--- src/execDefs.sv ---
// Shared constants and types for the execute lane; opcodes above ucLoad are treated as undefined
package execDefs;

	localparam int dataWidth = 32;	// Data word width
	localparam int regIdWidth = 6;	// Register id width
	localparam int cmdWidth = 8;	// Predicate plus opcode
	localparam int opWidth = 6;	// Low part of the command

	localparam int memTimeout = 8;	// Max memRead cycles per load
	localparam int timerWidth = $clog2(memTimeout);	// Counts 0 .. memTimeout-1

	typedef logic [dataWidth-1:0] word_t;
	typedef logic [regIdWidth-1:0] regId_t;
	typedef logic [cmdWidth-1:0] uCmd_t;
	typedef logic [opWidth-1:0] opcode_t;
	typedef logic [cmdWidth-opWidth-1:0] predCode_t;
	typedef logic [timerWidth-1:0] waitCount_t;

	// Predicate codes, top two command bits
	localparam predCode_t predAlways = 2'd0;
	localparam predCode_t predNever = 2'd1;
	localparam predCode_t predIfT = 2'd2;
	localparam predCode_t predIfF = 2'd3;

	// Opcodes, low six command bits
	localparam opcode_t ucNop = 6'd0;
	localparam opcode_t ucMovIr = 6'd1;	// Rd = imm
	localparam opcode_t ucAdd = 6'd2;	// Rd = A + B
	localparam opcode_t ucSub = 6'd3;	// Rd = A - B
	localparam opcode_t ucAnd = 6'd4;
	localparam opcode_t ucOr = 6'd5;
	localparam opcode_t ucXor = 6'd6;
	localparam opcode_t ucMul = 6'd7;	// Low word of A * B
	localparam opcode_t ucLoad = 6'd8;	// Rd = mem[A + imm]

	// Front end state while a load sits in stage three
	typedef enum logic {
		stRun,
		stWait
	} holdState_t;

endpackage

--- src/stageLink.sv ---
`timescale 1ns/1ns
// One registered stage result; result holds the address for loads and operandB is only read for multiply
interface stageLink import execDefs::*; ();

	logic valid;	// Op enabled and defined
	opcode_t op;	// Opcode after decode
	regId_t rdId;	// Destination register
	word_t result;	// ALU result or load address
	word_t operandB;	// Source B for the multiplier

	modport src (
		output valid,
		output op,
		output rdId,
		output result,
		output operandB
	);

	modport dst (
		input valid,
		input op,
		input rdId,
		input result,
		input operandB
	);

endinterface
--- src/exStage1.sv ---
`timescale 1ns/1ns
// Inputs are sampled only at edges with hold low; undefined opcodes leave as disabled ops
module exStage1 import execDefs::*; (
	input logic clock,
	input logic arstN,
	input logic hold,
	input uCmd_t uCmd,
	input logic lastT,
	input logic flush,
	input regId_t rdId,
	input word_t srcA,
	input word_t srcB,
	input word_t imm,
	output logic badOp,
	stageLink.src out
);

	predCode_t predCode;
	opcode_t opcode;
	logic predOk;	// Predicate passes against T
	logic opKnown;	// Opcode is defined
	logic opEnable;
	word_t aluResult;

	assign predCode = uCmd[cmdWidth-1:opWidth];
	assign opcode = uCmd[opWidth-1:0];

	always_comb begin
		case (predCode)
			predAlways: predOk = 1'b1;
			predNever: predOk = 1'b0;
			predIfT: predOk = lastT;
			predIfF: predOk = !lastT;
			default: predOk = 1'b0;
		endcase
	end

	always_comb begin
		opKnown = 1'b1;
		aluResult = '0;
		case (opcode)
			ucNop: aluResult = '0;	// Nothing to write
			ucMovIr: aluResult = imm;
			ucAdd: aluResult = srcA + srcB;
			ucSub: aluResult = srcA - srcB;
			ucAnd: aluResult = srcA & srcB;
			ucOr: aluResult = srcA | srcB;
			ucXor: aluResult = srcA ^ srcB;
			ucMul: aluResult = srcA;	// Multiplicand, product formed in stage two
			ucLoad: aluResult = srcA + imm;	// Effective address
			default: opKnown = 1'b0;
		endcase
	end

	// A nop or killed op still flows down, just with valid low
	assign opEnable = predOk && !flush && opKnown && (opcode != ucNop);
	assign badOp = !hold && predOk && !flush && !opKnown;

	always_ff @(posedge clock or negedge arstN) begin
		if (!arstN)
			out.valid <= 1'b0;
		else if (!hold)
			out.valid <= opEnable;
	end

	always_ff @(posedge clock) begin
		if (!hold) begin
			out.op <= opcode;
			out.rdId <= rdId;
			out.result <= aluResult;
			out.operandB <= srcB;
		end
	end

	// A held op stays at the inputs until the lane takes it
	heldInputsStable: assert property (@(posedge clock) disable iff (!arstN)
		hold |=> $stable({uCmd, lastT, rdId, srcA, srcB, imm}))
		else $error("inputs changed while the lane was held");

endmodule

--- src/exStage2.sv ---
`timescale 1ns/1ns
// Multiply keeps only the low data word; every other op passes through unchanged
module exStage2 import execDefs::*; (
	input logic clock,
	input logic arstN,
	input logic hold,
	stageLink.dst in,
	stageLink.src out
);

	word_t product;
	word_t nextResult;

	assign product = in.result * in.operandB;	// Truncates to the low word
	assign nextResult = (in.op == ucMul) ? product : in.result;

	always_ff @(posedge clock or negedge arstN) begin
		if (!arstN)
			out.valid <= 1'b0;
		else if (!hold)
			out.valid <= in.valid;
	end

	always_ff @(posedge clock) begin
		if (!hold) begin
			out.op <= in.op;
			out.rdId <= in.rdId;
			out.result <= nextResult;
			out.operandB <= in.operandB;	// Unused downstream, kept for a uniform link
		end
	end

endmodule

--- src/exStage3.sv ---
`timescale 1ns/1ns
// Purely combinational; load writeback exists only in a cycle with memReady high
module exStage3 import execDefs::*; (
	stageLink.dst in,
	input logic memReady,
	input word_t memData,
	input logic fault,
	output logic loadPending,
	output logic memRead,
	output word_t memAddr,
	output logic wbValid,
	output regId_t wbId,
	output word_t wbValue
);

	logic isLoad;

	assign isLoad = in.valid && (in.op == ucLoad);

	// Load request straight from the link
	assign loadPending = isLoad;
	assign memRead = isLoad;
	assign memAddr = in.result;

	always_comb begin
		wbId = in.rdId;	// Forward by default
		wbValue = in.result;
		wbValid = in.valid;
		if (isLoad) begin
			wbValue = memData;	// Switch to memory data
			wbValid = memReady && !fault;	// Dropped load writes nothing
		end
	end

	// A timed out load must never retire
	always_comb begin
		noWbOnFault: assert (!(wbValid && fault))
			else $error("writeback during memory fault");
	end

endmodule

--- src/holdControl.sv ---
`timescale 1ns/1ns
// Hold comes only from a load waiting on memory; timeout drops the load without writeback
module holdControl import execDefs::*; (
	input logic clock,
	input logic arstN,
	input logic loadPending,
	input logic memReady,
	input logic timerDone,
	output logic hold,
	output logic memFault,
	output logic timerRun
);

	holdState_t state;
	holdState_t nextState;
	logic loadWait;	// Load present, memory not answering

	assign loadWait = loadPending && !memReady;
	assign timerRun = loadWait;
	assign hold = loadWait && !timerDone;
	assign memFault = (state == stWait) && loadWait && timerDone;	// Timeout pulse

	always_comb begin
		nextState = state;
		case (state)
			stRun: if (loadWait && !timerDone) nextState = stWait;
			stWait: if (!loadWait || timerDone) nextState = stRun;	// Data or timeout
			default: nextState = stRun;
		endcase
	end

	always_ff @(posedge clock or negedge arstN) begin
		if (!arstN)
			state <= stRun;
		else
			state <= nextState;
	end

	// Frozen pipeline keeps the load in stage three for the whole wait
	waitKeepsLoad: assert property (@(posedge clock) disable iff (!arstN)
		(state == stWait) |-> loadPending)
		else $error("load vanished while waiting");

endmodule

--- src/holdTimer.sv ---
`timescale 1ns/1ns
// done marks the memTimeout-th consecutive run cycle; any gap in run restarts the count
module holdTimer import execDefs::*; (
	input logic clock,
	input logic arstN,
	input logic run,
	output logic done
);

	waitCount_t count;	// Wait cycles already seen

	assign done = run && (count == waitCount_t'(memTimeout - 1));

	always_ff @(posedge clock or negedge arstN) begin
		if (!arstN)
			count <= '0;
		else if (!run || done)
			count <= '0;	// Fresh count for the next load
		else
			count <= count + 1'b1;
	end

endmodule

--- src/laneExec.sv ---
`timescale 1ns/1ns
// Source must hold its inputs stable while hold is high; one micro-op accepted per free clock
module laneExec import execDefs::*; (
	input logic clock,
	input logic arstN,
	input uCmd_t uCmd,
	input logic lastT,
	input logic flush,
	input regId_t rdId,
	input word_t srcA,
	input word_t srcB,
	input word_t imm,
	input logic memReady,
	input word_t memData,
	output logic hold,
	output logic badOp,
	output logic memRead,
	output word_t memAddr,
	output logic memFault,
	output logic wbValid,
	output regId_t wbId,
	output word_t wbValue
);

	logic loadPending;
	logic timerRun;
	logic timerDone;

	stageLink link12 ();	// EX1 to EX2
	stageLink link23 ();	// EX2 to EX3

	exStage1 ex1 (
		.clock(clock), .arstN(arstN), .hold(hold),
		.uCmd(uCmd), .lastT(lastT), .flush(flush),
		.rdId(rdId), .srcA(srcA), .srcB(srcB), .imm(imm),
		.badOp(badOp), .out(link12.src)
	);

	exStage2 ex2 (
		.clock(clock), .arstN(arstN), .hold(hold),
		.in(link12.dst), .out(link23.src)
	);

	exStage3 ex3 (
		.in(link23.dst), .memReady(memReady), .memData(memData),
		.fault(memFault), .loadPending(loadPending),
		.memRead(memRead), .memAddr(memAddr),
		.wbValid(wbValid), .wbId(wbId), .wbValue(wbValue)
	);

	holdControl holdCtl (
		.clock(clock), .arstN(arstN), .loadPending(loadPending),
		.memReady(memReady), .timerDone(timerDone),
		.hold(hold), .memFault(memFault), .timerRun(timerRun)
	);

	holdTimer waitTimer (
		.clock(clock), .arstN(arstN), .run(timerRun), .done(timerDone)
	);

endmodule

--- config.mk ---
export PLATFORM = sky130hd
export DESIGN_NAME = laneExec
export DESIGN_NICKNAME = d
export VERILOG_FILES = /design/src/execDefs.sv /design/src/stageLink.sv /design/src/exStage1.sv /design/src/exStage2.sv /design/src/exStage3.sv /design/src/holdControl.sv /design/src/holdTimer.sv /design/src/laneExec.sv
export SDC_FILE = /design/constraint.sdc
export NUM_CORES = 2
export LEC_CHECK = 0
export ABC_AREA = 0
export CAP_MARGIN = 10
export CORE_ASPECT_RATIO = 0.8
export CORE_UTILIZATION = 50
export CTS_CLUSTER_DIAMETER = 50
export DETAILED_ROUTE_END_ITERATION = 8
export DONT_BUFFER_PORTS = 1
export PLACE_DENSITY = 0.68
export SLEW_MARGIN = 20
export SYNTH_ARGS = -nofsm -noshare
export SYNTH_HDL_FRONTEND = slang
export SYNTH_HIERARCHICAL = 1
export SYNTH_SLANG_ARGS = --single-unit
export TNS_END_PERCENT = 50
--- constraint.sdc ---
create_clock -name clock -period 6.4 [get_ports clock]
set_input_delay 0.64 -clock clock [delete_from_list [all_inputs] [get_ports clock]]
set_output_delay 0.64 -clock clock [all_outputs]
set_load 0.02 [all_outputs]
==> metrics <==
TritonCTS clock tree=done; Worst Hold Class=in2reg; Period minus WS final=around 6900 ps; WHS=approximately 240 ps; Detailed Route WL=~80,000 µm; core box area=~50,000 µm²; cell area after synthesis=25,750 µm²; leak pwr=approximately 14 nW; Final ANT Viol Nets=0; FF-to-FF End=ex2/out.result[23]$_DFFE_PN_; largest net degree at the start of global routing=slightly below 80; worst r2r path cells=25; failing checks=negative setup slack; Clk Latency, worst-skew pair=approximately 450 ps; WL per Instance=22.18 µm; R2R Path Start=ex1/out.operandB[5]$_DFFE_PN_; Slew @ Worst Pin=roughly 1100 ps; Critical Path Start Type=register; area of the multi-input gates=19,690 µm²; Layout area overhead=12.07%; Cells after Synth=between 2,000 and 3,000; # rows=between 70 and 80; Setup CP Type=reg2reg; GRT Util Overall=a little under a third; drc violations=0; final net count=about 3,600; Sinks on Clock Net=about 130; clk buf depth=2; reg2reg setup slack=-490 ps; Cell Area, Placed=between 20,000 and 30,000 µm²; vias per inst=~5.7; RSZ-0062 raised after global routing=yes; routed vias=around 20,000; die width=255.7 µm; final setup margin=-488.1 ps; Slew headroom=24.34%; FMAX=145.2 MHz; total die area=about 52,000 µm²; First-pass DRT Iterations=6; maximum vdd drop=about 0.21 mV; syn_nets=approximately 3,500; Hold Fails Final Rpt=0; fin crit share=107.6%; Initial Util=between 50% and 60%; number of CTS-inserted buffers=17; Clock transition at path regs=approximately 80 ps; GP Congestion=roughly 0.95; fillcell total=4,381; Critical Path RT=between 6000 and 7000 ps; IO Pins=about 220; H-tree depth=4; Vert. Die Dim=between 200 and 250 µm; Buffers on Ports=0; vias in the first global route=between 20,000 and 25,000; first-pass GRT wire length=roughly 120,000 µm; Syn Area/Cell=between 9 and 10 µm²; storage element area=about 3800 µm²; grt total ovfl=0; clk_skew=between 15 and 20 ps; Root Buffer=clkbuf_16; Setup Viol. Count Final=17; # Max-Cap Violations=0; initial antenna violation count=3; fin area=28,860 µm²; 1st-iter DRT viols=roughly 1,800; crit path max fanout=5; CP endpoint=ex2/out.result[23]$_DFFE_PN_; critical path data arrival time=between 7000 and 8000 ps; DP HPWL=~63,000 µm; Yosys Warn Count=6; outcome=complete, but fails checks; critical path launch point=ex1/out.operandB[5]$_DFFE_PN_; crit end category=register; Final Slew Violations=0; fraction of layout cells with a size suffix above 1=between 10 and 15%; power per cell area=173.3 nW/µm²
registers in the layout, indices dropped and copies added, names as in the netlist:
register,flops
ex1/out.result,32
ex2/out.op,6
ex2/out.valid,1
ex1/out.op,6
ex2/out.result,32
ex2/out.rdId,6
ex1/out.operandB,32
ex1/out.valid,1
waitTimer/count,3
holdCtl/state,1
ex1/out.rdId,6
layout make-up:
| class | count | area share [%] |
|---|---|---|
| multi-input combinational | 1984 | 68.23 |
| sequential | 126 | 13.00 |
| timing repair buffer | 246 | 7.807 |
| inverter | 454 | 5.904 |
| tap | 675 | 2.926 |
| clock buffer | 18 | 1.561 |
| clock inverter | 14 | 0.5419 |
| antenna | 3 | 0.02601 |
placed cells by master (no fill, tap or decap), drive strengths merged, types with 19 or more instances in the layout:
master,count
a222oi,31
fa,409
nor3,33
xnor2,74
inv,465
nor2,82
buf,245
edfxtp,120
a21oi,84
nand3,19
xor2,36
a21o,29
nand2,322
mux2,35
ha,228
o211ai,41
o21ai,64
and2,312
repair_timing:
item / 4_1_cts / 5_1_grt
endpoints found under the setup margin: 18 / 18
pin swaps: 30 / 27
endpoints found under the hold margin: 6 / 0
gates cloned: 0 / 1
resized for setup: 26 / 29
buffers inserted: 13 / 10
hold buffers: 1 / 0
through the flow:
| step | setup TNS (ps) | power [mW] | cells | utilization (%) | setup slack, ps |
|---|---|---|---|---|---|
| after global placement | -6395 | 3.803 | 3464 | 55.40 | -558.5 |
| after detailed placement | -7658 | 3.862 | 3464 | 55.40 | -719.1 |
| after floorplan | -471.8 | 2.866 | 2741 | - | -162.4 |
| after CTS | -4995 | 4.957 | 3508 | 57.05 | -469.7 |
| final | -5733 | 5.002 | 3520 | 57.46 | -488.1 |
| after global routing | -9379 | 5.364 | 3517 | 57.44 | -702.2 |
worst max-delay path, stage by stage, from the launching register on:
cell and delay (ps):
edfxtp_1 460, buf_6 170, and2_4 150, fa_1 470, fa_1 490, fa_1 490
inv_1 50, fa_1 520, inv_2 40, fa_1 470, inv_1 50, fa_1 470
inv_1 50, fa_1 470, fa_1 550, ha_4 230, a21o_1 170, a21o_1 160
a211o_1 310, nand2_2 90, o31ai_4 130, buf_4 170, a21oi_2 140, xor2_1 150
o21ai_1 70, buf_4 150
where the power goes:
part	switching [mW]	internal (mW)	leakage, nW	total, mW
Combinational	1.57	1.39	12.0	2.96
Clock	0.470	0.549	0.298	1.02
Sequential	0.0691	0.949	1.46	1.02
worst min-delay path by stage:
stage,from,to,slack [ps],cells past startpoint
global route,memReady,holdCtl/state$_DFF_PN0_,230,1
CTS,memReady,holdCtl/state$_DFF_PN0_,220,1
detailed placement,arstN,ex1/out.valid$_DFFE_PN0N_,340,0
floorplan,arstN,ex1/out.valid$_DFFE_PN0N_,340,0
global placement,arstN,ex1/out.valid$_DFFE_PN0N_,340,0
finish,memReady,holdCtl/state$_DFF_PN0_,240,1
routing by layer:
layer	GRT usage, %	up-vias	wire, µm
met1	41.02	10220	33070
met3	5.308	146	6054
met4	10.33	0	2668
li1	-	8928	-
met2	50.45	918	36270
met5	0	-	0
(Power assumes the default switching activity.)
